`src/rtl/soc_bus_pkg.sv`:
```
package soc_bus_pkg;

    // data bus of the CPU side, byte addressed
    localparam int unsigned ADDR_W = 32;
    localparam int unsigned DATA_W = 32;
    localparam int unsigned BE_W   = DATA_W / 8;

    // on-chip data RAM depth in words
    localparam int unsigned RAM_WORDS = 1024;
    localparam int unsigned RAM_AW    = $clog2(RAM_WORDS);

    // offset widths inside the peripheral windows
    localparam int unsigned GPIO_AW = 8;
    localparam int unsigned UART_AW = 4;

    typedef logic [ADDR_W-1:0]  addr_t;
    typedef logic [DATA_W-1:0]  data_t;
    typedef logic [BE_W-1:0]    be_t;
    typedef logic [RAM_AW-1:0]  ram_idx_t;
    typedef logic [GPIO_AW-1:0] gpio_ofs_t;
    typedef logic [UART_AW-1:0] uart_ofs_t;

    // owner of the current access
    typedef enum logic [1:0] {
        SEL_NONE,
        SEL_RAM,
        SEL_GPIO,
        SEL_UART
    } slave_sel_e;

endpackage

```
`src/rtl/soc_map_pkg.sv`:
```
package soc_map_pkg;

    // kseg0 data RAM, 4 KiB
    localparam logic [31:0] RAM_BASE = 32'h8000_0000;
    localparam int unsigned RAM_SIZE = 4096;

    // kseg1 peripherals
    localparam logic [31:0] GPIO_BASE = 32'hBFD0_F000;
    localparam int unsigned GPIO_SIZE = 256;
    localparam logic [31:0] UART_BASE = 32'hBFD0_03F0;
    localparam int unsigned UART_SIZE = 16;

    // gpio registers
    localparam logic [7:0] GPIO_OUT_OFS = 8'h00;
    localparam logic [7:0] GPIO_IN_OFS  = 8'h04;

    // uart registers
    localparam logic [3:0] UART_DATA_OFS = 4'h0;
    localparam logic [3:0] UART_STAT_OFS = 4'h4;

    // clock cycles per serial bit
    localparam int unsigned UART_DIVISOR = 16;
    localparam int unsigned UART_BAUD_W  = $clog2(UART_DIVISOR);
    localparam logic [UART_BAUD_W-1:0] UART_BAUD_LAST = UART_BAUD_W'(UART_DIVISOR - 1);

    // low address bits that index inside each window
    localparam int unsigned RAM_OFS_W  = $clog2(RAM_SIZE);
    localparam int unsigned GPIO_OFS_W = $clog2(GPIO_SIZE);
    localparam int unsigned UART_OFS_W = $clog2(UART_SIZE);

endpackage

```
`src/rtl/dbus.sv`:
```
`timescale 1ns/1ps

module dbus (
    input  logic                   clk,
    input  logic                   rst_n_i,
    input  soc_bus_pkg::addr_t     master_address_i,
    input  soc_bus_pkg::be_t       master_byteenable_i,
    input  logic                   master_read_i,
    input  logic                   master_write_i,
    input  soc_bus_pkg::data_t     master_wrdata_i,
    output soc_bus_pkg::data_t     master_rddata_o,
    output soc_bus_pkg::ram_idx_t  ram_address_o,
    output soc_bus_pkg::data_t     ram_wrdata_o,
    output soc_bus_pkg::be_t       ram_byteenable_o,
    output logic                   ram_read_o,
    output logic                   ram_write_o,
    input  soc_bus_pkg::data_t     ram_rddata_i,
    output soc_bus_pkg::gpio_ofs_t gpio_address_o,
    output soc_bus_pkg::data_t     gpio_wrdata_o,
    output soc_bus_pkg::be_t       gpio_byteenable_o,
    output logic                   gpio_read_o,
    output logic                   gpio_write_o,
    input  soc_bus_pkg::data_t     gpio_rddata_i,
    output soc_bus_pkg::uart_ofs_t uart_address_o,
    output soc_bus_pkg::data_t     uart_wrdata_o,
    output logic                   uart_read_o,
    output logic                   uart_write_o,
    input  soc_bus_pkg::data_t     uart_rddata_i
);

    soc_bus_pkg::slave_sel_e sel;
    soc_bus_pkg::slave_sel_e rd_sel_q;
    logic ram_hit;
    logic gpio_hit;
    logic uart_hit;

    // window match on the upper address bits
    assign ram_hit = master_address_i[31:soc_map_pkg::RAM_OFS_W] ==
                     soc_map_pkg::RAM_BASE[31:soc_map_pkg::RAM_OFS_W];
    assign gpio_hit = master_address_i[31:soc_map_pkg::GPIO_OFS_W] ==
                      soc_map_pkg::GPIO_BASE[31:soc_map_pkg::GPIO_OFS_W];
    assign uart_hit = master_address_i[31:soc_map_pkg::UART_OFS_W] ==
                      soc_map_pkg::UART_BASE[31:soc_map_pkg::UART_OFS_W];

    always_comb begin
        sel = soc_bus_pkg::SEL_NONE;
        if (ram_hit) begin
            sel = soc_bus_pkg::SEL_RAM;
        end else if (gpio_hit) begin
            sel = soc_bus_pkg::SEL_GPIO;
        end else if (uart_hit) begin
            sel = soc_bus_pkg::SEL_UART;
        end
    end

    // RAM takes a word index
    assign ram_address_o    = master_address_i[soc_map_pkg::RAM_OFS_W-1:2];
    assign ram_wrdata_o     = master_wrdata_i;
    assign ram_byteenable_o = master_byteenable_i;
    assign ram_read_o       = master_read_i && ram_hit;
    assign ram_write_o      = master_write_i && ram_hit;

    assign gpio_address_o    = master_address_i[soc_map_pkg::GPIO_OFS_W-1:0];
    assign gpio_wrdata_o     = master_wrdata_i;
    assign gpio_byteenable_o = master_byteenable_i;
    assign gpio_read_o       = master_read_i && gpio_hit;
    assign gpio_write_o      = master_write_i && gpio_hit;

    assign uart_address_o = master_address_i[soc_map_pkg::UART_OFS_W-1:0];
    assign uart_wrdata_o  = master_wrdata_i;
    assign uart_read_o    = master_read_i && uart_hit;
    assign uart_write_o   = master_write_i && uart_hit;

    // owner of last cycle's read or none
    always_ff @(posedge clk or negedge rst_n_i) begin
        if (!rst_n_i) begin
            rd_sel_q <= soc_bus_pkg::SEL_NONE;
        end else if (master_read_i) begin
            rd_sel_q <= sel;
        end else begin
            rd_sel_q <= soc_bus_pkg::SEL_NONE;
        end
    end

    always_comb begin
        unique case (rd_sel_q)
            soc_bus_pkg::SEL_RAM:  master_rddata_o = ram_rddata_i;
            soc_bus_pkg::SEL_GPIO: master_rddata_o = gpio_rddata_i;
            soc_bus_pkg::SEL_UART: master_rddata_o = uart_rddata_i;
            default:               master_rddata_o = '0;
        endcase
    end

    a_no_rd_wr: assert property (@(posedge clk) disable iff (!rst_n_i)
        !(master_read_i && master_write_i));

    a_one_slave: assert property (@(posedge clk) disable iff (!rst_n_i)
        $onehot0({ram_read_o | ram_write_o, gpio_read_o | gpio_write_o,
                  uart_read_o | uart_write_o}));

endmodule

```
`config.mk`:
```
export PLATFORM = sky130hd
export DESIGN_NAME = dbus
export DESIGN_NICKNAME = d
export VERILOG_FILES = /design/src/rtl/soc_bus_pkg.sv /design/src/rtl/soc_map_pkg.sv /design/src/rtl/dbus.sv
export SDC_FILE = /design/constraint.sdc
export NUM_CORES = 1
export LEC_CHECK = 0
export ABC_AREA = 1
export BUFFER_PORTS_ARGS = -buffer_cell sky130_fd_sc_hd__clkbuf_2
export CAP_MARGIN = 15
export CORE_AREA = 2 2 128 130
export CTS_CLUSTER_DIAMETER = 50
export DETAILED_ROUTE_END_ITERATION = 16
export DIE_AREA = 0 0 130 132
export PLACE_DENSITY = 0.49
export RECOVER_POWER = 50
export SLEW_MARGIN = 20
export SYNTH_ARGS = -nofsm -noshare
export SYNTH_HDL_FRONTEND = slang
export SYNTH_SLANG_ARGS = --single-unit
```
`constraint.sdc`:
```
create_clock -name clk -period 1 [get_ports clk]
set_input_delay 0 -clock clk [delete_from_list [all_inputs] [get_ports clk]]
set_output_delay 0 -clock clk [all_outputs]
set_load 0.005 [all_outputs]
```
# Word level (Yosys, flattened, before mapping)
# Cells that the tools add are included.
[totals]
regBits = 2
out_inout_bits = 164
inputBits = 168
elab_cells = 18
[op_classes]
n_reduce_logical = 6
muxes = 5
eq_ne = 6
[ops]
columns = ["cell", "count"]
rows = [
  ["one-hot mux 32 bit (3 select lines)", 1],
  ["== test 28 bit, second input constant", 1],
  ["== test 24 bit, second input constant", 1],
  ["== test 20 bit, second input constant", 1],
  ["two-way mux 2 bit", 4],
  ["logical AND 1 bit", 6],
  ["== test 2 bit, second input constant", 2],
  ["== test 2 x 1 -> 1 bit, second input constant", 1],
]

# Longest topological paths before layout
[logic_depth]
depth_word = 5
ltp_mapped = 7

# Least setup slack after synthesis
# Ideal clock, no wire load.
[synth_timing]
path_kind = "register to output"
startpoint = "register rd_sel_q[1]"
endpoint = "output port master_rddata_o[10]"
path_stages_with_launch = 5
arrival_ps = 856
slack_ps = 144
cell_sequence = "dfrtp_1 nor2_4 buf_2 nand2_1 nand3_1"
[synth_between]
elab_chain_cells = 2
word_cells_on_any_way = 4
classes_between = "eq/ne (3); mux (1)"
[synth_rtl]
columns = ["element", "line_no", "text"]
rows = [
  ["start: declaration", "dbus.sv:32", "soc_bus_pkg::slave_sel_e rd_sel_q;"],
  ["start signal: assignment", "dbus.sv:77", "rd_sel_q <= soc_bus_pkg::SEL_NONE;"],
  ["start signal: assignment", "dbus.sv:79", "rd_sel_q <= sel;"],
  ["start signal: assignment", "dbus.sv:81", "rd_sel_q <= soc_bus_pkg::SEL_NONE;"],
  ["== test 2 bit or == test 2 x 1 -> 1 bit (tied branches)", "dbus.sv:86", "unique case (rd_sel_q)"],
  ["one-hot mux 32 bit (3 select lines) (*)", "dbus.sv:86", ""],
  ["end: declaration", "dbus.sv:11", "output soc_bus_pkg::data_t master_rddata_o,"],
]
# Every way passes the cells marked *; elsewhere a longest branch is shown, timed or not.

# Worst setup path in the final report
[layout_timing]
startpoint = "register rd_sel_q[1]"
endpoint = "output port master_rddata_o[24]"
# Same word-level chain as after synthesis.

==> implementation parameters <==
Parameter                              Value

Run status
  Result of the run ... finished, violations left
  Violations in the final reports ... setup timing

CTS
  Total number of clock tree sinks ... 2
  Clock slew at reported path FFs ... 0.03 ns
  Number of buffers added by the clock tree synthesis step ... 3
  Buffers from clock root to sink, at most ... 2
  Maximum level of the CTS H-tree ... 1
  CTS tree ... done
  Clock root buffer master ... sky130_fd_sc_hd__clkbuf_16

Synthesis
  Most used flip-flop cell after synthesis ... sky130_fd_sc_hd__dfrtp_1
  Most common cell in the netlist ... sky130_fd_sc_hd__buf_4
  Most numerous cell types in the synthesized netlist ... sky130_fd_sc_hd__buf_4 (130), sky130_fd_sc_hd__nand2_1 (121), sky130_fd_sc_hd__nand3_1 (35), sky130_fd_sc_hd__nor2_1 (25), sky130_fd_sc_hd__inv_1 (15)
  Leading cell types by total area after synthesis ... sky130_fd_sc_hd__buf_4 (51%), sky130_fd_sc_hd__nand2_1 (24%), sky130_fd_sc_hd__nand3_1 (9.2%)
  Net Count, Synth ... 508
  Adder-cell share of the synthesized area ... 0%
  Number of warning messages in the yosys log ... 0
  Mux contribution to synthesized area ... 0%
  Portion of the post-synthesis area used by sequential elements ... under 10%
  Number of distinct standard cells referenced by the synthesized netlist ... 13
  EDFF count, synth ... 0
  Xor and xnor area share after synthesis ... 0%
  Synthesized flop and latch total ... 2
  Post-Syn Instances ... 340
  Average size of a mapped cell ... 5.58 µm²
  Fraction of the mapped netlist area in compound gates ... 0%
  Proportion of synthesized flip-flops having asynchronous set or reset ... 100%
  Cell area after synthesis ... 1900 µm²
  Post-synthesis share of cell area spent on and, or, nand and nor gates ... 40.2%
  Area share of the leading cell type in the synthesized netlist ... 51.5%
  Post-synthesis cell type with the largest combined area ... sky130_fd_sc_hd__buf_4
  Largest family of logic cells by synthesized area ... buffers and inverters

Placement
  Number of I/O port buffers ... 177
  Placed wire-length estimate ... 5480 µm
  Placer Congestion ... 0.782

Setup path
  Worst path required time ... 1.00 ns
  CP cell instances ... nand2_2 -> clkinv_4 -> clkbuf_16 -> nand2_2 -> nand3_2 -> clkbuf_2
  Arr. time, crit path ... 1.28 ns
  Cell seen most often among critical-path stages ... sky130_fd_sc_hd__nand2_2
  Max Fanout on Critical Path ... 6
  Peak per-stage delay on the critical path ... approximately 0.43 ns
  Kind of end point of the critical path ... output port
  Critical Path Slowest Stage Cell ... sky130_fd_sc_hd__dfrtp_2
  Startpoint types ... register
  Startpoint-to-endpoint class of the critical path ... register to output port

Layout
  Sequential cell area ... a little over 50 µm²
  Layout filler cell count ... 1841
  Core Util, Final ... 15.5%
  Net count, final ... 567
  Area of combinational cells with multiple inputs ... 873 µm²
  Fraction of layout cells with a size suffix above 1 ... 57.2%
  Top reg by flops ... rd_sel_q
  Flip-flop count of the largest register after layout ... 2
  Layout Area Growth over Synthesis ... 28.3%
  Antenna diode instance count ... 0
  Top flop regs ... rd_sel_q: 2 flops

Drt
  Count of TritonRoute iterations in the first routing pass ... 4
  Count of nets left with antenna violations after detail routing ... 0
  Vias per cell ... 3.44
  Routed wire length ... approximately 7000 µm
  Post-route DRC ... 0
  WL per Instance ... between 10 and 15 µm
  Initial detailed-routing violation count ... 55
  Vias after detailed routing ... 2109

Timing
  Fin. max-slew vios ... 0
  Max Fclk ... 0.781 GHz
  Number of endpoints with negative hold slack in the final report ... 0
  Accumulated negative setup slack ... -7.98 ns
  Tmin final ... 1.28 ns
  Setup slack of the critical path after layout ... -0.280 ns
  Unrepaired setup endpoints after global routing ... true
  Post-route clock period utilization ... 128%
  Relative slew slack ... 87.6%
  Total of endpoints with negative setup slack in the final report ... 32
  Worst-Margin Slew ... 0.185 ns

Power
  Switching power share of the total ... 22.2%
  Max VDD drop ... 0.389 mV
  Power share of the combinational group ... 33.3%
  Standby leakage power ... 0.00149 µW
  Sequential cell fraction of total power ... under 10%
  Total power per unit cell area ... 422 nW/µm²
  Pint ... 799 µW
  Net switching power ... 228 µW
  Clock power share ... 58.8%

Global route
  Number of global-route vias before repair ... 1649
  Number of antenna violations at the first check in global routing ... 0
  Overall global routing resource usage ... under 10%
  Maximum number of pins on one net before global-route repair ... 25
  Aggregate global routing overflow ... 0
  First-pass GRT wire length ... 8250 µm

Floorplanning
  Row Count ... 46
  Die area ... 17200 µm²
  Starting density of the core ... 12.1%
  DIE WIDTH ... 130 µm
  Vertical die dimension ... between 100 and 150 µm
  Number of I/O pins ... about 330
  Placeable core region ... ~16000 µm²

Min path
  Worst min path class ... primary input to output port

Run
  MaxCap Viol Count ... 0
[per-stage QoR]
step	cell area, µm²	hold WS, ns	setup slack (ns)	power, µW	cells
after floorplan	1900	-0.296	0.144	526	340
after global placement	2140	-0.210	-0.0527	414	605
after detailed placement	2140	-0.206	-0.0526	413	605
after CTS	2220	0.0000591	-0.266	1040	609
after global routing	2430	0.0000120	-0.351	1100	613
final	2430	0.00000354	-0.280	1030	613
[final cells by class]
cell class / instances / share of cell area [%]
flip-flops and latches: 2 / 2.11
repair buffers: 189 / 44.9
clock buffers: 3 / 3.08
multi-input cells: 186 / 35.9
inverters: 17 / 2.93
well taps: 216 / 11.1
[kinds of logic after synthesis]
logic type | Yosys count
buf+inv | 152
flops | 2
simple gates | 186
[routing by layer]
metal / share of wire, % / vias to the layer above / track usage [%]
met5: 0.55 / - / 1.76
met4: 0.76 / 2 / 1.25
met3: 19 / 8 / 6.41
met2: 46 / 208 / 9.74
met1: 34 / 860 / 5.70
li1: - / 1031 / -
[power groups by stage]
stage / Combinational [µW] / Sequential, µW / Clock, µW
finish: 342 / 81.6 / 603
global route: 381 / 81.5 / 634
CTS: 337 / 81.6 / 617
detailed placement: 330 / 82.4 / 0
global placement: 332 / 82.4 / 0
floorplan: 443 / 82.4 / 0
[path summary, 6_finish.rpt]
kind	start	end	depth (start not counted)
setup / recovery	rd_sel_q[1]	master_rddata_o[24]	6
hold / removal	master_wrdata_i[3]	uart_wrdata_o[3]	0
max in group asynchronous	rst_n_i	rd_sel_q[1]	2
min in group asynchronous	rst_n_i	rd_sel_q[0]	2
[worst max-delay path, delay by kind of cell, from the launching register on]
| family | cells | cell delay [ns] |
|---|---|---|
| DFF | 1 | 0.43 |
| buffers and inverters | 3 | 0.40 |
| and+or+nand+nor | 3 | 0.23 |
[what timing repair did]
action	4_1_cts	5_1_grt
setup endpoints to repair	32	32
cloned	0	4
endpoints found under the hold margin	2	0
hold buffers	1	0
setup buffers	0	0
resized for setup	2	51
[cell usage in the layout, fill, tap and decap left out]
master                          netlist  layout
sky130_fd_sc_hd__nand2_1            121     103
sky130_fd_sc_hd__nand2_2              0      17
sky130_fd_sc_hd__nand3_1             35      23
sky130_fd_sc_hd__nand3_2              1      13
sky130_fd_sc_hd__dlygate4sd3_1        0       1
sky130_fd_sc_hd__inv_1               15      14
sky130_fd_sc_hd__buf_2                2      14
sky130_fd_sc_hd__nand4_1              2       2
sky130_fd_sc_hd__dfrtp_1              2       1
sky130_fd_sc_hd__buf_12               0       4
sky130_fd_sc_hd__dfrtp_2              0       1
sky130_fd_sc_hd__clkbuf_16            0       6
sky130_fd_sc_hd__and2_1               1       1
sky130_fd_sc_hd__nand2_4              0       1
sky130_fd_sc_hd__nor2_1              25      25
sky130_fd_sc_hd__nor2_4               1       1
sky130_fd_sc_hd__buf_6                3       3
sky130_fd_sc_hd__inv_4                0       1
sky130_fd_sc_hd__inv_2                2       1
sky130_fd_sc_hd__clkbuf_2             0     163
sky130_fd_sc_hd__buf_4              130       1
sky130_fd_sc_hd__clkinv_4             0       1
No activity file was read; power rests on OpenSTA's default activity.
