### src/rtl/soc_bus_pkg.sv
package soc_bus_pkg;

    // data bus of the CPU side, byte addressed
    localparam int unsigned ADDR_W = 32;
    localparam int unsigned DATA_W = 32;
    localparam int unsigned BE_W   = DATA_W / 8;

    // on-chip data RAM depth in words
    localparam int unsigned RAM_WORDS = 1024;
    localparam int unsigned RAM_AW    = $clog2(RAM_WORDS);

    // offset widths inside the peripheral windows
    localparam int unsigned GPIO_AW = 8;
    localparam int unsigned UART_AW = 4;

    typedef logic [ADDR_W-1:0]  addr_t;
    typedef logic [DATA_W-1:0]  data_t;
    typedef logic [BE_W-1:0]    be_t;
    typedef logic [RAM_AW-1:0]  ram_idx_t;
    typedef logic [GPIO_AW-1:0] gpio_ofs_t;
    typedef logic [UART_AW-1:0] uart_ofs_t;

    // owner of the current access
    typedef enum logic [1:0] {
        SEL_NONE,
        SEL_RAM,
        SEL_GPIO,
        SEL_UART
    } slave_sel_e;

endpackage

### src/rtl/soc_map_pkg.sv
package soc_map_pkg;

    // kseg0 data RAM, 4 KiB
    localparam logic [31:0] RAM_BASE = 32'h8000_0000;
    localparam int unsigned RAM_SIZE = 4096;

    // kseg1 peripherals
    localparam logic [31:0] GPIO_BASE = 32'hBFD0_F000;
    localparam int unsigned GPIO_SIZE = 256;
    localparam logic [31:0] UART_BASE = 32'hBFD0_03F0;
    localparam int unsigned UART_SIZE = 16;

    // gpio registers
    localparam logic [7:0] GPIO_OUT_OFS = 8'h00;
    localparam logic [7:0] GPIO_IN_OFS  = 8'h04;

    // uart registers
    localparam logic [3:0] UART_DATA_OFS = 4'h0;
    localparam logic [3:0] UART_STAT_OFS = 4'h4;

    // clock cycles per serial bit
    localparam int unsigned UART_DIVISOR = 16;
    localparam int unsigned UART_BAUD_W  = $clog2(UART_DIVISOR);
    localparam logic [UART_BAUD_W-1:0] UART_BAUD_LAST = UART_BAUD_W'(UART_DIVISOR - 1);

    // low address bits that index inside each window
    localparam int unsigned RAM_OFS_W  = $clog2(RAM_SIZE);
    localparam int unsigned GPIO_OFS_W = $clog2(GPIO_SIZE);
    localparam int unsigned UART_OFS_W = $clog2(UART_SIZE);

endpackage

### src/rtl/gpio_top.sv
`timescale 1ns/1ps

module gpio_top (
    input  logic                   clk,
    input  logic                   rst_n_i,
    input  soc_bus_pkg::gpio_ofs_t gpio_address_i,
    input  soc_bus_pkg::data_t     gpio_wrdata_i,
    input  soc_bus_pkg::be_t       gpio_byteenable_i,
    input  logic                   gpio_read_i,
    input  logic                   gpio_write_i,
    output soc_bus_pkg::data_t     gpio_rddata_o,
    input  soc_bus_pkg::data_t     gpio1_i,
    output soc_bus_pkg::data_t     gpio0_o
);

    soc_bus_pkg::data_t out_q;
    soc_bus_pkg::data_t sync1_q;
    soc_bus_pkg::data_t sync2_q;
    logic out_wr;

    assign out_wr = gpio_write_i && (gpio_address_i == soc_map_pkg::GPIO_OUT_OFS);

    // output port, byte-wise update
    always_ff @(posedge clk or negedge rst_n_i) begin
        if (!rst_n_i) begin
            out_q <= '0;
        end else if (out_wr) begin
            for (int i = 0; i < soc_bus_pkg::BE_W; i++) begin
                if (gpio_byteenable_i[i]) begin
                    out_q[8*i +: 8] <= gpio_wrdata_i[8*i +: 8];
                end
            end
        end
    end

    assign gpio0_o = out_q;

    // two-flop synchronizer on the input pins
    always_ff @(posedge clk or negedge rst_n_i) begin
        if (!rst_n_i) begin
            sync1_q <= '0;
            sync2_q <= '0;
        end else begin
            sync1_q <= gpio1_i;
            sync2_q <= sync1_q;
        end
    end

    // input register is read-only, so writes to it fall through
    always_ff @(posedge clk) begin
        if (gpio_read_i) begin
            case (gpio_address_i)
                soc_map_pkg::GPIO_OUT_OFS: gpio_rddata_o <= out_q;
                soc_map_pkg::GPIO_IN_OFS:  gpio_rddata_o <= sync2_q;
                default:                   gpio_rddata_o <= '0;
            endcase
        end
    end

endmodule

### config.mk
export PLATFORM = sky130hd
export DESIGN_NAME = gpio_top
export DESIGN_NICKNAME = d
export VERILOG_FILES = /design/src/rtl/soc_bus_pkg.sv /design/src/rtl/soc_map_pkg.sv /design/src/rtl/gpio_top.sv
export SDC_FILE = /design/constraint.sdc
export NUM_CORES = 1
export LEC_CHECK = 0
export ABC_AREA = 1
export BUFFER_PORTS_ARGS = -buffer_cell sky130_fd_sc_hd__buf_4
export CORE_ASPECT_RATIO = 2
export CORE_MARGIN = 4
export CORE_UTILIZATION = 54
export DETAILED_ROUTE_END_ITERATION = 12
export GPL_TIMING_DRIVEN = 0
export HOLD_SLACK_MARGIN = 0.02
export MAX_ROUTING_LAYER = met4
export PLACE_DENSITY_LB_ADDON = 0.25
export RECOVER_POWER = 100
export SLEW_MARGIN = 20
export SYNTH_ARGS = -nofsm -noshare
export SYNTH_HDL_FRONTEND = slang
export SYNTH_SLANG_ARGS = --single-unit
export TNS_END_PERCENT = 20
### constraint.sdc
create_clock -name clk -period 1.4 [get_ports clk]
set_input_delay 0.14 -clock clk [delete_from_list [all_inputs] [get_ports clk]]
set_output_delay 0.14 -clock clk [all_outputs]
set_load 0.03 [all_outputs]
======== Word-level counts from Yosys, hierarchy flattened ========
Cells that the tools add are included.
word-level totals
  register bits after elaboration ......... 128
  output and inout port bits .............. 64
operators by class
  mux-type cells .......................... 1
  reduce and logical (&&, ||, !) cells .... 6
  eq/ne operators ......................... 1
operator list
  cell                  number
  $pmux W32 S2          1
  $eq A8 B3 Y1 const B  1
  $logic_not A8 Y1      1
  $reduce_and A2 Y1     4
  $logic_and A1 B1 Y1   1

======== Logic depth before layout (Yosys ltp) ========
Gate-level depths: netlist of the first run.
  depth after elaboration ................. 3
  mapped depth ............................ 7
  mapped depth without buffers ............ 6

======== Least setup slack after synthesis of the first run ========
No wires, ideal clock.
  path kind ............................... input-to-reg
  from .................................... input port gpio_address_i[7]
  to ...................................... register gpio_rddata_o[0], data pin
  slack ................................... 0.379 ns
  stages on the path ...................... 7
  arrival time ............................ 0.875 ns
  cell sequence ........................... nor2_2 -> nand2_1 -> nor2_4 -> buf_12 -> buf_6 -> nand2_1 -> o21ai_1
between the ends
  longest elaborated chain between the ends .. 2
  elaborated cells between the ends (all ways) .. 3
ends and longest elaborated chain
  what                                              line            source
  start: declaration                                gpio_top.sv:6   input soc_bus_pkg::gpio_ofs_t gpio_address_i,
  $eq A8 B3 Y1 or $logic_not A8 Y1 (tied branches)  gpio_top.sv:52  case (gpio_address_i)
  $pmux W32 S2 (*)                                  gpio_top.sv:52
  end signal: assignment                            gpio_top.sv:53  soc_map_pkg::GPIO_OUT_OFS: gpio_rddata_o <= out_q;
  end signal: assignment                            gpio_top.sv:54  soc_map_pkg::GPIO_IN_OFS: gpio_rddata_o <= sync2_q;
  end: declaration                                  gpio_top.sv:11  output soc_bus_pkg::data_t gpio_rddata_o,
Every way passes the cells marked *; elsewhere a longest branch is shown, timed or not.
A chain may end at the register's enable or synchronous reset.

======== Final worst setup path of the first run ========
  from .................................... register out_q[22], in the netlist gpio0_o[22]
  to ...................................... output port gpio0_o[22]
RTL lines
  what                              line            source
  start: declaration                gpio_top.sv:16  soc_bus_pkg::data_t out_q;
  start signal: indexed assignment  gpio_top.sv:30  out_q[8*i +: 8] <= gpio_wrdata_i[8*i +: 8];
  end: declaration                  gpio_top.sv:13  output soc_bus_pkg::data_t gpio0_o
No word-level cell between the ends.

==> results.toml, run 1 <==
[finish]
regArea_um2 = 3363
fillerInstances = 452
utilization_pct = 82.84
syn_to_final_growth_pct = 48.92
final_layout_size_suffix_gt1_share_pct = 24.14
n_antenna_cell = 0
nets = 651
multi_input_comb_area_um2 = 787.0
instances_no_fill = 680

[worst_setup_path]
criticalPathCategory = "reg -> out"
critical_path_buf_inv_count = 1
slowest_delay_ps = 390
crit_chain = "clkbuf_1"
cp.arrival_ps = 1130
startpoint_type = "flip-flop"
cp_slowest_cell = "dfrtp_1"
worstPathRequired_ps = 1260
end_kind = "output port"
cp_max_fo = 3
cp_top_family = "flip-flops"

[logic_synthesis]
yosysTopAreaCell = "dfrtp_1"
synth_edf_count = 32
syn_nets = 432
yosysMostFrequentCell = "nand2_1"
synth_top_area_share_pct = 53.98
synth_flop_cell = "dfrtp_1"
synthCells = 352
syn_area_per_cell_um2 = 12.64
seq_area_frac_synth_pct = 75.57
synth_seq_cells = 128
ys_types = 15
yosys_warnings = 0
synth_common_cells = "98 x nand2_1, 96 x dfrtp_1, 33 x inv_1, 33 x nand4_1, 32 x edfxtp_1"
synth.area.top_cells = "dfrtp_1 54%, edfxtp_1 22%, nand2_1 8.3%"
async_flop_share_pct = 75.00
syn_area_um2 = 4451

[floorplanning]
core_area_um2 = 8000
dieArea_um2 = 9846
die_h_um = 136.4
start_util_pct = 55.63
fp.dieW_um = 72.20
ios = 144
rows = 46

[cts]
clkSinkCount = 128
cts-root-buf = "clkbuf_16"
ctsHoldBuffers = 62
cts.htree.levels = 4
postCtsSetupRepairBufs = 0
cts-resized-gates = 0
cts_tree = "built"
cts_buffers = 17
path_clk_slew_ps = 50
clk_latency_ps = 410
cts_buffer_depth = 2

[timing]
tightest_slew_ps = 919.4
slew_headroom_pct = 38.71
fin_skew_ps = 19.16
tns_ps = 0
hold_violations = 0
period_needed_ps = 1270
finalMaxSlewViolations = 0
setup_viol = 0
fmax_ghz = 0.7874
finalCritPeriodShare_pct = 90.71
rsz0062_at_grt = "no"

[power]
leakage_nw = 3.181
clockPowerShare_pct = 47.9
swShare_pct = 21.23
power_frac_seq_pct = 44.7
power_density_nw_per_um2 = 1369
p_comb_share_pct = 7.4
p_switching_mw = 1.926
internal-power_mw = 7.147
ir_worst_vdd_v = 0.001200

[placed_design]
dp_cells = 586
portBuffers = 138
dpl.hpwl_um = 7578
place_congestion = 0.8120

[route]
vias_per_cell = 5.206
remaining_drc_errors = 0
drt_iter0_markers = 302
drtAntennaViolNets = 0
firstDrtPassIters = 5
wl_per_cell_um = 18.88
vias = 3540
wirelength_um = 12840

[global_routing]
grt_pass1_wl_um = 19720
grt_use_total_pct = 28.81
antenna_found_initial = 0
first_global_vias = 3860
globalRouteOverflowTotal = 0
grt_max_degree = 97

[worst_hold_path]
min_path_type = "in -> reg"

[run]
max-cap-violations = 0

[run_status]
outcome = "finished, final reports clean"
==> state kept, by name, indices dropped and copies added, names as in the netlist <==
| signal | count |
|---|---|
| gpio0_o | 32 |
| gpio_rddata_o | 32 |
| sync1_q | 32 |
| sync2_q | 32 |
==> routing by layer <==
metal  track usage, %  wire length, um  vias to the layer above
li1                 -                -                     1598
met3            8.882              822                       44
met1            27.26             4099                     1709
met2            51.12             7410                      189
met5                -                0                        -
met4            14.12              504                        0
==> stage by stage <==
step / power (mW) / cell area [um2] / setup slack, ps / hold slack [ps]
6_report: 9.073 / 6628 / 130.1 / 21.12
5_1_grt: 9.342 / 6628 / 106.4 / 25.60
4_1_cts: 9.102 / 6817 / 97.60 / 25.06
3_5_place_dp: 4.675 / 5607 / -2.799 / 250.3
3_3_place_gp: 4.653 / 5607 / 32.58 / 249.2
2_1_floorplan: 4.300 / 4451 / 379.0 / -155.6
==> path summary, 6_finish.rpt <==
kind                                   from                end  slack (ps)  depth (start not counted)
max                             gpio0_o[22]        gpio0_o[22]         130                          1
min                        gpio_wrdata_i[7]         gpio0_o[7]          20                          3
max reg2reg                     gpio0_o[15]  gpio_rddata_o[15]         490                          2
min reg2reg                     sync1_q[20]        sync2_q[20]         340                          0
max in group asynchronous           rst_n_i        sync2_q[25]         430                          2
min in group asynchronous           rst_n_i        sync2_q[15]         370                          2
==> area by class of cell <==
type,count,share of cell area [%]
multi-input cells,173,11.87
inverters,33,1.869
repair buffers,200,22.18
well taps,96,1.812
plain buffers,18,2.624
flip-flops and latches,128,50.75
clock inverters,5,1.133
clock buffers,27,7.759
==> kinds of logic (layout without fill, tap and decap cells) <==
logic type / Yosys count / after routing / share of synthesized area (%)
buf+inv: 51 / 283 / 6.691
simple gates: 141 / 141 / 14.14
compound gates: 32 / 32 / 3.598
flops: 128 / 128 / 75.57
==> cells in the final DEF (no fill, tap or decap), drive strengths merged <==
cell / netlist / routed
clkbuf: 3 / 119
nand2: 98 / 98
dfrtp: 96 / 96
buf: 15 / 64
dlygate4sd3: 0 / 62
inv: 33 / 33
nand4: 33 / 33
edfxtp: 32 / 32
o21ai: 32 / 32
nor2: 6 / 6
nand3: 4 / 4
clkinv: 0 / 3
bufinv: 0 / 2
==> power by group through the flow <==
stage / sequential (mW) / combinational [mW] / clock [mW]
3_3_place_gp: 4.10 / 0.551 / 0
3_5_place_dp: 4.11 / 0.564 / 0
4_1_cts: 4.05 / 0.710 / 4.34
6_report: 4.05 / 0.670 / 4.35
2_1_floorplan: 4.23 / 0.0746 / 0
5_1_grt: 4.06 / 0.720 / 4.56
Power figures use the tool's default switching activity.
==> run 2, diff against run 1 <==
--- a/config.mk
+++ b/config.mk
@@ -5,11 +5,10 @@
 export SDC_FILE = /design/constraint.sdc
 export NUM_CORES = 1
 export LEC_CHECK = 0
-export ABC_AREA = 1
 export BUFFER_PORTS_ARGS = -buffer_cell sky130_fd_sc_hd__buf_4
 export CORE_ASPECT_RATIO = 2
 export CORE_MARGIN = 4
-export CORE_UTILIZATION = 54
+export CORE_UTILIZATION = 53
 export DETAILED_ROUTE_END_ITERATION = 12
 export GPL_TIMING_DRIVEN = 0
 export HOLD_SLACK_MARGIN = 0.02
==> run 2 against run 1 <==
  * Cell count shrank 15%
  * Highest routed layer unchanged
  * Largest power group unchanged
  * Routed wire length shrank 18%
  * Register-to-register slack lost 50 ps
  * Critical endpoint is now gpio0_o[18]
  * Sequential power is essentially flat
==> results.toml, run 2 <==
[run_status]
outcome = "finished, final reports clean"

[timing]
tightest_slew_ps = 921.3
finalMaxSlewViolations = 0
finalCritPeriodShare_pct = 94.64
setup_viol = 0
period_needed_ps = 1325
hold_violations = 0
fmax_ghz = 0.7547
slew_headroom_pct = 38.58
holdWs_ps = 241.8
rsz0062_at_grt = "no"
fin_skew_ps = 4.949

[floorplanning]
die_h_um = 135.2
core_area_um2 = 7885
fp.dieW_um = 71.58
dieArea_um2 = 9675
rows = 46
start_util_pct = 54.35
ios = 144

[global_routing]
grt_max_degree = 61
antenna_found_initial = 0
grt_pass1_wl_um = 16570
grt_use_total_pct = 24.25
first_global_vias = 3256
globalRouteOverflowTotal = 0

[cts]
postCtsSetupRepairBufs = 0
cts_buffers = 17
clkSinkCount = 128
cts_tree = "built"
cts.htree.levels = 4
cts-root-buf = "clkbuf_16"
path_clk_slew_ps = 50
clk_latency_ps = 400
cts_buffer_depth = 2

[power]
p_switching_mw = 1.839
leakage_nw = 3.003
clockPowerShare_pct = 47.8
power_density_nw_per_um2 = 1401
ir_worst_vdd_v = 0.001516
p_comb_share_pct = 7.7
internal-power_mw = 7.249
power_frac_seq_pct = 44.5
swShare_pct = 20.23

[finish]
final_layout_size_suffix_gt1_share_pct = 30.63
finalInstanceArea_um2 = 6486
syn_to_final_growth_pct = 51.36
n_antenna_cell = 0
layout_common_cells = "96 x dfrtp_1, 70 x clkbuf_1, 65 x dlygate4sd3_1"
fillerInstances = 455
nets = 547
final_common_cell = "dfrtp_1"

[logic_synthesis]
async_flop_share_pct = 75.00
synth_seq_cells = 128
synth_top_family_by_area = "multiplexers"
ys_types = 12
synth-simple-area-share_pct = 4.934
syn_area_per_cell_um2 = 17.86
synth_flop_cell = "dfrtp_1"
yosysTopAreaCell = "dfrtp_1"
synthCells = 240
seq_area_frac_synth_pct = 78.48
synth_mux_area_share_pct = 15.88
synth_common_cells = "96 x dfrtp_1, 32 x edfxtp_1, 32 x mux2_2, 32 x mux2i_1, 32 x nor2_1"
synth_compound_area_share_pct = 0
synth_adder_area_share_pct = 0
synth_top_area_share_pct = 56.06
yosysMostFrequentCell = "dfrtp_1"
synth_edf_count = 32
syn_nets = 320
yosys_warnings = 0
syn_area_um2 = 4285
synth.area.top_cells = "dfrtp_1 56%, edfxtp_1 22%, mux2_2 8.4%"
synth_xor_area_share_pct = 0

[worst_setup_path]
startpoint_type = "input pin"
rrSetupSlack_ps = 440
end_kind = "flip-flop"
cp.arrival_ps = 1590
cp_max_fo = 8
r2r_start = "gpio0_o[13]"
startpoint = "gpio_address_i[6]"
criticalPathCategory = "in -> reg"
worstPathRequired_ps = 1660

[route]
drt_iter0_markers = 178
firstDrtPassIters = 4
remaining_drc_errors = 0
wl_per_cell_um = 18.33
vias = 2863
drtAntennaViolNets = 0
wirelength_um = 10560
vias_per_cell = 4.970

[run]
max-cap-violations = 0

[worst_hold_path]
min_path_type = "in -> async"

[placed_design]
portBuffers = 142
placed_area_um2 = 5499
dpl.hpwl_um = 6373
place_congestion = 0.7721
## run 2: area by class of cell
class                   count  area (um2)  area share (%)
multi-input cells         104       892.1           13.75
well taps                  96       120.1           1.852
plain buffers               8       32.53          0.5015
repair buffers            208        1485           22.90
flip-flops and latches    128        3363           51.85
clock inverters             7       107.6           1.659
clock buffers              25       485.5           7.485
## run 2: routing by layer
layer | up-vias | wire, um | track usage (%)
li1 | 1294 | - | -
met3 | 27 | 686 | 7.058
met1 | 1426 | 3506 | 24.28
met2 | 116 | 6042 | 42.83
met4 | 0 | 320 | 10.46
met5 | - | 0 | -
## run 2: power groups by stage
stage / Sequential, mW / Combinational, mW / Clock [mW]
4_1_cts: 4.04 / 0.768 / 4.42
6_report: 4.05 / 0.701 / 4.34
3_3_place_gp: 4.10 / 0.592 / 0
2_1_floorplan: 4.22 / 0.106 / 0
5_1_grt: 4.06 / 0.753 / 4.61
3_5_place_dp: 4.11 / 0.615 / 0
## run 2: worst max-delay path: stages
cell and delay, ps:
clkbuf_1 100, nor4_4 470, nand4_2 410, mux2_1 470
## run 2: what timing repair did
action                                  in CTS  in global routing
resized for setup                            0                  2
endpoints found under the setup margin       0                  2
hold endpoints to repair                   100                  0
hold buffers                                65                  0
## run 2: worst paths after layout
kind / end / depth (start not counted)
setup / recovery: gpio0_o[18] / 4
hold / removal: sync2_q[13] / 2
setup reg to reg: gpio_rddata_o[13] / 2
hold reg to reg: sync2_q[12] / 0
max in group asynchronous: gpio0_o[23] / 3
min in group clk: gpio_rddata_o[24] / 3
## run 2: cell families after synthesis
| family | count (synthesis) |
|---|---|
| DFF | 128 |
| muxes | 64 |
| buffers and inverters | 8 |
| and+or+nand+nor | 40 |
## run 2: through the flow
| stage | worst slack (ps) | util, % | power [mW] | TNS (ps) | instances |
|---|---|---|---|---|---|
| after floorplan | 42.96 | - | 4.330 | 0 | 240 |
| after global placement | -274.6 | 69.39 | 4.689 | -14830 | 478 |
| after detailed placement | -293.0 | 69.74 | 4.722 | -15980 | 479 |
| after CTS | 78.33 | 85.51 | 9.232 | 0 | 576 |
| after global routing | 27.37 | 82.26 | 9.422 | 0 | 576 |
| final | 75.02 | 82.26 | 9.088 | 0 | 576 |
