--- src/rtl/soc_bus_pkg.sv ---
package soc_bus_pkg;

    // data bus of the CPU side, byte addressed
    localparam int unsigned ADDR_W = 32;
    localparam int unsigned DATA_W = 32;
    localparam int unsigned BE_W   = DATA_W / 8;

    // on-chip data RAM depth in words
    localparam int unsigned RAM_WORDS = 1024;
    localparam int unsigned RAM_AW    = $clog2(RAM_WORDS);

    // offset widths inside the peripheral windows
    localparam int unsigned GPIO_AW = 8;
    localparam int unsigned UART_AW = 4;

    typedef logic [ADDR_W-1:0]  addr_t;
    typedef logic [DATA_W-1:0]  data_t;
    typedef logic [BE_W-1:0]    be_t;
    typedef logic [RAM_AW-1:0]  ram_idx_t;
    typedef logic [GPIO_AW-1:0] gpio_ofs_t;
    typedef logic [UART_AW-1:0] uart_ofs_t;

    // owner of the current access
    typedef enum logic [1:0] {
        SEL_NONE,
        SEL_RAM,
        SEL_GPIO,
        SEL_UART
    } slave_sel_e;

endpackage

--- src/rtl/soc_map_pkg.sv ---
package soc_map_pkg;

    // kseg0 data RAM, 4 KiB
    localparam logic [31:0] RAM_BASE = 32'h8000_0000;
    localparam int unsigned RAM_SIZE = 4096;

    // kseg1 peripherals
    localparam logic [31:0] GPIO_BASE = 32'hBFD0_F000;
    localparam int unsigned GPIO_SIZE = 256;
    localparam logic [31:0] UART_BASE = 32'hBFD0_03F0;
    localparam int unsigned UART_SIZE = 16;

    // gpio registers
    localparam logic [7:0] GPIO_OUT_OFS = 8'h00;
    localparam logic [7:0] GPIO_IN_OFS  = 8'h04;

    // uart registers
    localparam logic [3:0] UART_DATA_OFS = 4'h0;
    localparam logic [3:0] UART_STAT_OFS = 4'h4;

    // clock cycles per serial bit
    localparam int unsigned UART_DIVISOR = 16;
    localparam int unsigned UART_BAUD_W  = $clog2(UART_DIVISOR);
    localparam logic [UART_BAUD_W-1:0] UART_BAUD_LAST = UART_BAUD_W'(UART_DIVISOR - 1);

    // low address bits that index inside each window
    localparam int unsigned RAM_OFS_W  = $clog2(RAM_SIZE);
    localparam int unsigned GPIO_OFS_W = $clog2(GPIO_SIZE);
    localparam int unsigned UART_OFS_W = $clog2(UART_SIZE);

endpackage

--- src/rtl/uart_tx.sv ---
`timescale 1ns/1ps

module uart_tx (
    input  logic                   clk,
    input  logic                   rst_n_i,
    input  soc_bus_pkg::uart_ofs_t uart_address_i,
    input  soc_bus_pkg::data_t     uart_wrdata_i,
    input  logic                   uart_read_i,
    input  logic                   uart_write_i,
    output soc_bus_pkg::data_t     uart_rddata_o,
    output logic                   txd_o
);

    typedef enum logic [1:0] {
        IDLE,
        START,
        DATA,
        STOP
    } tx_state_e;

    tx_state_e state_q;
    logic [soc_map_pkg::UART_BAUD_W-1:0] baud_cnt_q;
    logic [2:0] bit_cnt_q;
    logic [7:0] shift_q;
    logic txd_q;
    logic baud_done;
    logic start_req;

    assign baud_done = baud_cnt_q == soc_map_pkg::UART_BAUD_LAST;
    // busy writes are dropped here
    assign start_req = uart_write_i && (uart_address_i == soc_map_pkg::UART_DATA_OFS) &&
                       (state_q == IDLE);

    always_ff @(posedge clk or negedge rst_n_i) begin
        if (!rst_n_i) begin
            state_q    <= IDLE;
            baud_cnt_q <= '0;
            bit_cnt_q  <= '0;
            shift_q    <= '0;
            txd_q      <= 1'b1;
        end else begin
            baud_cnt_q <= (state_q == IDLE || baud_done) ? '0 : baud_cnt_q + 1'b1;
            case (state_q)
                IDLE: begin
                    if (start_req) begin
                        shift_q <= uart_wrdata_i[7:0];
                        txd_q   <= 1'b0;
                        state_q <= START;
                    end
                end
                START: begin
                    if (baud_done) begin
                        txd_q     <= shift_q[0];
                        bit_cnt_q <= '0;
                        state_q   <= DATA;
                    end
                end
                DATA: begin
                    if (baud_done) begin
                        if (bit_cnt_q == 3'd7) begin
                            txd_q   <= 1'b1;
                            state_q <= STOP;
                        end else begin
                            // lsb first
                            txd_q     <= shift_q[1];
                            shift_q   <= shift_q >> 1;
                            bit_cnt_q <= bit_cnt_q + 1'b1;
                        end
                    end
                end
                STOP: begin
                    if (baud_done) begin
                        state_q <= IDLE;
                    end
                end
                default: state_q <= IDLE;
            endcase
        end
    end

    assign txd_o = txd_q;

    // STAT bit 0 is idle, DATA reads zero without a receiver
    always_ff @(posedge clk) begin
        if (uart_read_i) begin
            if (uart_address_i == soc_map_pkg::UART_STAT_OFS) begin
                uart_rddata_o <= {31'b0, state_q == IDLE};
            end else begin
                uart_rddata_o <= '0;
            end
        end
    end

    a_idle_mark: assert property (@(posedge clk) disable iff (!rst_n_i)
        (state_q == IDLE) |-> txd_o);

endmodule

--- config.mk ---
export PLATFORM = sky130hd
export DESIGN_NAME = uart_tx
export DESIGN_NICKNAME = d
export VERILOG_FILES = /design/src/rtl/soc_bus_pkg.sv /design/src/rtl/soc_map_pkg.sv /design/src/rtl/uart_tx.sv
export SDC_FILE = /design/constraint.sdc
export NUM_CORES = 1
export LEC_CHECK = 0
export BUFFER_PORTS_ARGS = -buffer_cell sky130_fd_sc_hd__buf_2
export CAP_MARGIN = 20
export CORE_MARGIN = 2
export CORE_UTILIZATION = 41
export CTS_BUF_LIST = sky130_fd_sc_hd__clkbuf_8
export CTS_CLUSTER_SIZE = 16
export DETAILED_ROUTE_END_ITERATION = 8
export GPL_TIMING_DRIVEN = 0
export PLACE_DENSITY = 0.78
export SETUP_SLACK_MARGIN = 0.4
export SLEW_MARGIN = 25
export SYNTH_ARGS = -nofsm -noshare
export SYNTH_HDL_FRONTEND = slang
export SYNTH_SLANG_ARGS = --single-unit
--- constraint.sdc ---
create_clock -name clk -period 1.9 [get_ports clk]
set_input_delay 0.19 -clock clk [delete_from_list [all_inputs] [get_ports clk]]
set_output_delay 0.19 -clock clk [all_outputs]
set_load 0.02 [all_outputs]
== After elaboration in Yosys (flattened, before gate mapping) ==
Index checks and enable logic that the tools add are counted.
Widths: inputs -> output; s select.

* Register bits after elaboration: 50
* Bits of input ports: 40
* Output and inout port bits: 33
* Word-level logic and storage cells: 53

* Add/sub/neg operators: 2
* Reductions and logical operators: 12
* Equality and inequality tests: 12
* Muxes and demuxes: 20

{| class="wikitable"
|+ Operators with widths
! cell !! count
|-
| $mux 8 || 3
|-
| $pmux 8 s2 || 1
|-
| $ne 2x2->1 const B || 6
|-
| $reduce_and 4->1 || 3
|-
| $mux 2 || 5
|-
| $mux 3 || 3
|-
| $pmux 2 s4 || 1
|-
| $pmux 3 s2 || 1
|-
| $reduce_and 5->1 || 1
|-
| $add 4x1->4 const B || 1
|-
| $eq 2x2->1 const B || 2
|-
| $eq 4x3->1 const B || 1
|-
| $eq 4x4->1 const B || 1
|-
| $logic_not 4->1 || 1
|-
| $mux 1 || 4
|-
| $mux 4 || 1
|-
| $reduce_bool 2->1 || 2
|-
| $add 3x1->3 const B || 1
|-
| $eq 3x3->1 const B || 1
|-
| $pmux 1 s3 || 1
|-
| $reduce_bool 3->1 || 1
|-
| $eq 2x1->1 const B || 1
|-
| $logic_and 1x1->1 || 2
|-
| $logic_not 2->1 || 1
|-
| $logic_or 1x1->1 || 1
|}

== Longest topological paths before layout ==
Gate-level depths: netlist of the first run.

* Depth in word-level cells: 5
* Mapped depth: 7
* Gate-level depth less buffers: 6

== Least setup slack after synthesis of the first run ==
Ideal clock, no wire load.

* Path type: register to register
* Start point: register state_q[0]
* End point: register shift_q[0]
* Path slack: 100 ps
* Data arrival time: 1,675 ps
* Stages on the path, launching flop included: 7
* Path buffers: 1
* Period minus slack after synthesis: 1,800 ps
* Path through: dfrtp_1 inv_1 ha_1 clkbuf_2 or2b_2 a21oi_4 mux2_2

* Cells in the longest elaborated chain, start to end: 4
* Elaborated cells between the ends (all ways): 9
* Classes of those cells: 4 x eq/ne; 1 x mux; 4 x reduce/logical

{| class="wikitable"
|+ RTL lines
! what !! RTL line !! text
|-
| start, declared || uart_tx.sv:21 || <nowiki>tx_state_e state_q;</nowiki>
|-
| start signal, assigned || uart_tx.sv:36 || <nowiki>state_q <= IDLE;</nowiki>
|-
| start signal, assigned || uart_tx.sv:48 || <nowiki>state_q <= START;</nowiki>
|-
| start signal, assigned || uart_tx.sv:55 || <nowiki>state_q <= DATA;</nowiki>
|-
| $logic_not 2->1 || uart_tx.sv:32, uart_tx.sv:43 ||
|-
| $logic_and 1x1->1 || uart_tx.sv:31 || <nowiki>assign start_req = uart_write_i && (uart_address_i == soc_map_pkg::UART_DATA_OFS) &&</nowiki>
|-
| $ne 2x2->1 (no line) || -- ||
|-
| $reduce_and 4->1 (no line) || -- ||
|-
| end signal, assigned || uart_tx.sv:46 || <nowiki>shift_q <= uart_wrdata_i[7:0];</nowiki>
|-
| end signal, assigned || uart_tx.sv:66 || <nowiki>shift_q <= shift_q >> 1;</nowiki>
|-
| end, declared || uart_tx.sv:24 || <nowiki>logic [7:0] shift_q;</nowiki>
|}

Parallel ways exist; a longest one is shown, timed or not.
A chain may end at the register's enable or synchronous reset.

== Worst setup path after layout of the first run ==
* Start point: register bit_cnt_q[1]
* End point: register shift_q[2]

* Cells in the longest elaborated chain, start to end: 3

{| class="wikitable"
|+ RTL lines
! what !! RTL line !! text
|-
| start, declared || uart_tx.sv:23 || <nowiki>logic [2:0] bit_cnt_q;</nowiki>
|-
| start signal, assigned || uart_tx.sv:67 || <nowiki>bit_cnt_q <= bit_cnt_q + 1'b1;</nowiki>
|-
| $eq 3x3->1 || uart_tx.sv:60 || <nowiki>if (bit_cnt_q == 3'd7) begin</nowiki>
|-
| $ne 2x2->1 (no line) || -- ||
|-
| $reduce_and 4->1 (no line) || -- ||
|}

No other way between the ends.

==> results of run 1 <==
[registers in the layout, indices dropped and copies added (netlist names)]
name           count
state_q            2
shift_q            8
baud_cnt_q         4
txd_o              1
bit_cnt_q          3
uart_rddata_o      1
[metrics by stage]
| stage | TNS (ps) | total power, uW | cell area (sq um) | hold WS (ps) |
|---|---|---|---|---|
| global placement | 0 | 1720 | 1600 | 136 |
| global route | 0 | 2460 | 1820 | 133 |
| floorplan | 0 | 1590 | 1460 | -106 |
| detailed placement | -2.02 | 1780 | 1600 | 146 |
| CTS | 0 | 2260 | 1750 | 134 |
| finish | 0 | 2340 | 1820 | 133 |
[worst max-delay path: stages, from the launching register on]
cell and delay, ps:
dfrtp_1 410, ha_2 220, ha_4 160, nand3b_1 190
a21oi_4 190, buf_12 150, mux2_4 300
[path summary, 6_finish.rpt]
path / start / to / cells past startpoint
setup / recovery: bit_cnt_q[1]$_DFFE_PN0P_ / shift_q[2]$_DFFE_PN0P_ / 6
hold / removal: uart_read_i / uart_rddata_o[0]$_SDFFCE_PP0P_ / 1
setup reg to reg: bit_cnt_q[1]$_DFFE_PN0P_ / shift_q[2]$_DFFE_PN0P_ / 6
hold reg to reg: shift_q[6]$_DFFE_PN0P_ / shift_q[6]$_DFFE_PN0P_ / 1
max in group asynchronous: rst_n_i / txd_o$_DFFE_PN1P_ / 2
min in group asynchronous: rst_n_i / state_q[0]$_DFFE_PN0P_ / 2
[what timing repair did]
action	in CTS	in global routing
resized for setup	9	9
pin swaps	1	5
hold endpoints to repair	17	0
setup endpoints to repair	14	14
setup buffers	8	3
gates cloned	0	0
hold buffers	1	0
[cell families after synthesis]
kind of cell             Yosys count  synth area share (%)
XOR/XNOR                           1                 0.678
flip-flops                        19                  37.3
AO/OA/AOI/OAI                     15                  9.40
adder cells (fa/ha/maj)            8                  7.75
AND/OR/NAND/NOR                   20                  9.69
multiplexers                      17                  14.8
other                              1                 0.290
buffers and inverters             37                  20.1
[synth_stat cells (2+ instances only)]
library cell	instances
a21oi_1	2
a22o_1	5
buf_2	2
buf_4	31
dfrtp_1	17
ha_1	8
inv_1	3
mux2_2	17
nand2_1	2
nor2_1	3
nor2b_1	2
nor3_1	4
o21ai_0	3
[layer usage]
layer | wire length (microns) | up-vias
li1 | - | 475
met1 | 1020 | 427
met2 | 1410 | 40
met3 | 144 | 6
met4 | 45 | 0
met5 | 0 | -
[final cells by class]
| cell class | instances | area (sq um) |
|---|---|---|
| Inverter | 3 | 11.3 |
| Buffer | 34 | 265 |
| Clock buffer | 3 | 41.3 |
| Sequential cell | 19 | 482 |
| Clock inverter | 1 | 5.00 |
| Timing Repair Buffer | 29 | 190 |
| Fill cell | 280 | 1210 |
| Multi-Input combinational cell | 92 | 769 |
| Tap cell | 44 | 55.1 |
[where the power goes]
part           leakage, uW  total [uW]  internal (uW)  switching [uW]
Clock            0.0000255         286            146             140
Sequential        0.000232         683            571             112
Combinational     0.000676        1370            807             560
==> impl_metrics.py, run 1 <==
metrics = {
    "run_status": {
        "outcome": "complete, no violations",
    },
    "sta": {
        "drv_slew": 0,
        "setup_ws_ps": 169,
        "rsz0062_at_grt": "true",
        "fmax_ghz": 0.578,
        "finalHoldViolCount": 0,
        "setup_viol": 0,
        "fin_crit_ps": 1730,
        "period_share_pct": 91.1,
        "finalClockSkew_ps": 3.35,
    },
    "finish": {
        "fin_util_pct": 60.1,
        "final_common_cell": "buf_4",
        "drive_gt1_share_pct": 55.2,
        "diodes": 0,
        "area_growth_pct": 40.9,
        "fin_nets": 230,
        "final_cell_mix": "42 x buf_4, 31 x conb_1, 17 x dfrtp_1, 17 x buf_2, 9 x mux2_4",
        "fin_cells": 225,
    },
    "grt": {
        "grt_first_pass_wirelength_microns": 3740,
        "grt_usage_pct": 13.9,
        "grt_max_degree": 19,
        "gr-usage-met1_pct": 14.1,
        "grt_busiest_layer": "met2",
        "antenna_found_initial": 0,
        "grtUsageMet3_pct": 3.25,
        "grt.overflow.total": 0,
        "grt_pass1_vias": 915,
        "use_met2_pct": 27.5,
    },
    "clock_tree": {
        "cts_root_buf": "clkbuf_8",
        "cts_tree": "built",
        "cts_buffer_depth": 2,
        "clock-sinks": 19,
        "clk-insertion-delay-late_ps": 260,
        "path_clk_slew_ps": 70,
        "h-tree-depth": 1,
        "numCtsBuffers": 3,
    },
    "detailed_routing": {
        "wl_per_cell_microns": 11.6,
        "vias": 948,
        "antenna_left": 0,
        "vias_per_cell": 4.21,
        "dr.first_iter.drc_count": 20,
        "wirelength_microns": 2610,
        "drtPass1Iterations": 4,
        "drc": 0,
    },
    "pwr": {
        "p_per_area_mw_per_mm2": 1280,
        "peakVddDrop_mv": 0.617,
        "leakage_uw": 0.000933,
    },
    "yosys": {
        "yosysSeqAreaShare_pct": 37.3,
        "synth-seq-cells": 19,
        "netlist_area_sq_mm": 0.00129,
        "postSynthCellCount": 118,
        "avgSynthCellArea_sq_um": 10.9,
        "synthDistinctLibCells": 32,
        "synth-edff-count": 1,
        "netlist.area_leader.share_pct": 32.9,
        "ys_warn_count": 0,
        "synth_area_leaders": "dfrtp_1 33%, buf_4 18%, mux2_2 15%",
        "synthFlopType": "dfrtp_1",
        "async_flop_share_pct": 94.7,
        "yosys.area.top_type": "dfrtp_1",
    },
    "die": {
        "die-area_sq_mm": 0.00361,
        "rows": 20,
        "die_y_microns": 60.1,
        "core_area_sq_mm": 0.00303,
        "io_pins": 73,
        "chipWidth_microns": 60.1,
        "start_util_pct": 42.6,
    },
    "placed_design": {
        "placedCellCount": 209,
        "portBuffers": 17,
        "dp_hpwl_microns": 1860,
        "post-place-ws_ps": -2.02,
        "gp_congestion": 0.767,
    },
    "critical_path": {
        "cp.arrival_ps": 1880,
        "critPathMaxFanout": 8,
        "end_kind": "register",
        "critPathLaunchType": "register",
        "reg2reg_slack_ps": 170,
        "worstSetupPathType": "reg2reg",
        "worstPathRequired_ps": 2050,
    },
    "flow_run": {
        "maxCapViolCount": 0,
    },
    "worst_hold_path": {
        "hp-class": "in2reg",
    },
}
Note: power is estimated with default switching activity, not from simulation.
==> inputs of run 2 (changes only) <==
--- a/config.mk
+++ b/config.mk
@@ -14,7 +14,7 @@
 export DETAILED_ROUTE_END_ITERATION = 8
 export GPL_TIMING_DRIVEN = 0
 export PLACE_DENSITY = 0.78
-export SETUP_SLACK_MARGIN = 0.4
+export SETUP_SLACK_MARGIN = 0.1
 export SLEW_MARGIN = 25
 export SYNTH_ARGS = -nofsm -noshare
 export SYNTH_HDL_FRONTEND = slang
==> run 2 against run 1 <==
  * Non-clock buffer count grew 2
  * Combinational power is essentially flat
  * First-iteration DRC count shrank 35%
  * Maximum frequency shrank 7.8%
  * Global-route usage shrank 0.72 points
  * Sequential share of layout area grew 0.60 points
  * Count of clock-buffer cells in the layout is the same
  * Highest routed layer unchanged
==> impl_metrics.py, run 2 (synthesis gave the netlist of run 1 again) <==
metrics = {
    "pwr": {
        "internal-power_uw": 1510,
        "p_per_area_mw_per_mm2": 1310,
        "p_total_uw": 2320,
        "swShare_pct": 35.2,
        "sequentialPowerShare_pct": 29.3,
        "combPwrFrac_pct": 58.8,
        "pwr-share-clk_pct": 11.9,
        "p_sw_uw": 817,
        "peakVddDrop_mv": 0.996,
        "leakage_uw": 0.000922,
    },
    "die": {
        "start_util_pct": 42.6,
        "chipWidth_microns": 60.1,
        "core_area_sq_mm": 0.00303,
        "die_y_microns": 60.1,
        "rows": 20,
        "die-area_sq_mm": 0.00361,
        "io_pins": 73,
    },
    "finish": {
        "area_growth_pct": 37.8,
        "fin_cells": 227,
        "largest_reg_flops": 8,
        "fin_nets": 232,
        "final_common_cell": "buf_4",
        "fillers": 249,
        "stdcell_area_sq_mm": 0.00178,
        "final_cell_mix": "43 x buf_4, 31 x conb_1, 17 x dfrtp_1, 17 x buf_2, 16 x mux2_2",
        "drive_gt1_share_pct": 54.1,
        "top_register": "shift_q",
        "diodes": 0,
        "largest_registers": "shift_q (8), baud_cnt_q (4), bit_cnt_q (3)",
    },
    "detailed_routing": {
        "vias_per_cell": 4.35,
        "wl_per_cell_microns": 11.4,
        "drtPass1Iterations": 4,
        "vias": 987,
        "wirelength_microns": 2590,
        "drc": 0,
        "antenna_left": 0,
        "dr.first_iter.drc_count": 13,
    },
    "run_status": {
        "outcome": "complete, no violations",
    },
    "sta": {
        "whs_ps": 126,
        "setup_viol": 0,
        "fmax_ghz": 0.533,
        "period_share_pct": 98.8,
        "fin_crit_ps": 1880,
        "setup_ws_ps": 23.2,
        "finalClockSkew_ps": 2.26,
        "rsz0062_at_grt": "true",
        "drv_slew": 0,
        "finalHoldViolCount": 0,
    },
    "grt": {
        "grt.overflow.total": 0,
        "grt_max_degree": 19,
        "grt_first_pass_wirelength_microns": 3570,
        "grt_usage_pct": 13.2,
        "antenna_found_initial": 0,
        "grt_pass1_vias": 874,
    },
    "placed_design": {
        "gp_congestion": 0.736,
        "placed_area_sq_mm": 0.00154,
        "dp_hpwl_microns": 1720,
        "portBuffers": 17,
        "placedCellCount": 209,
        "post-place-ws_ps": -72.3,
    },
    "clock_tree": {
        "cts_root_buf": "clkbuf_8",
        "cts_tree": "built",
        "clk-insertion-delay-late_ps": 260,
        "path_clk_slew_ps": 70,
        "numCtsBuffers": 3,
        "cts_buffer_depth": 2,
        "clock-sinks": 19,
        "h-tree-depth": 1,
    },
    "critical_path": {
        "worstPathRequired_ps": 2040,
        "critPathLaunchType": "register",
        "worstSetupPathType": "reg2reg",
        "critPathMaxFanout": 3,
        "end_kind": "register",
        "cp.arrival_ps": 2020,
    },
    "worst_hold_path": {
        "hp-class": "in2reg",
    },
    "flow_run": {
        "maxCapViolCount": 0,
    },
}
[run 2: cell types whose count changed in the layout (fill, tap and decap cells not counted), sizes merged]
cell    previous run  this run
clkinv             1         0
buf               61        63
inv                3         4
[run 2: final timing paths]
kind                                        startpoint                             end  slack [ps]  cells past startpoint
worst max-delay path            state_q[1]$_DFFE_PN0P_          state_q[1]$_DFFE_PN0P_          20                      7
worst min-delay path                       uart_read_i  uart_rddata_o[0]$_SDFFCE_PP0P_         130                      1
worst max register to register  state_q[1]$_DFFE_PN0P_          state_q[1]$_DFFE_PN0P_          20                      7
worst min register to register  shift_q[2]$_DFFE_PN0P_          shift_q[2]$_DFFE_PN0P_         500                      1
max in group asynchronous                      rst_n_i               txd_o$_DFFE_PN1P_        1200                      2
min in group asynchronous                      rst_n_i          shift_q[4]$_DFFE_PN0P_         380                      2
[run 2: cell type report]
cell class	count	area [sq um]	area share, %
repair buffers	31	205	11.5
clock inverters	1	3.75	0.211
flip-flops and latches	19	482	27.1
well taps	44	55.1	3.09
plain buffers	34	267	15.0
multi-input cells	92	714	40.2
clock buffers	3	41.3	2.32
inverters	3	11.3	0.633
[run 2: metrics by stage]
| stage | util, % | TNS, ps |
|---|---|---|
| floorplan | - | 0 |
| detailed placement | 51.0 | -511 |
| CTS | 54.8 | 0 |
| finish | 58.8 | 0 |
| global placement | 51.0 | 0 |
| global route | 58.8 | -2.81 |
[run 2: critical path, cell delays in order (launching register included)]
cell and delay, ps:
dfrtp_1 430, buf_4 160, buf_4 140, ha_4 160, nor3_2 190, nor2_2 80, nor3_2 270, mux2_4 330
[run 2: timing repair]
| action | in CTS | in global routing |
|---|---|---|
| pin swaps | 1 | 4 |
| endpoints found under the hold margin | 17 | 0 |
| setup endpoints to repair | 9 | 9 |
| hold buffers | 1 | 0 |
| gates resized for setup | 6 | 14 |
| buffers inserted | 4 | 9 |
[run 2: power by group through the flow]
stage,Combinational [uW],Sequential (uW),Clock (uW)
5_1_grt,1460,693,302
6_report,1370,682,276
4_1_cts,1040,670,281
3_3_place_gp,852,667,0
2_1_floorplan,749,660,0
3_5_place_dp,893,686,0
[run 2: layer usage]
metal / up-vias / global-route usage [%] / routed length (microns)
li1: 476 / - / -
met1: 455 / 14.0 / 970
met2: 47 / 24.7 / 1370
met3: 9 / 2.16 / 164
met4: 0 / 6.35 / 89
met5: - / 0 / 0
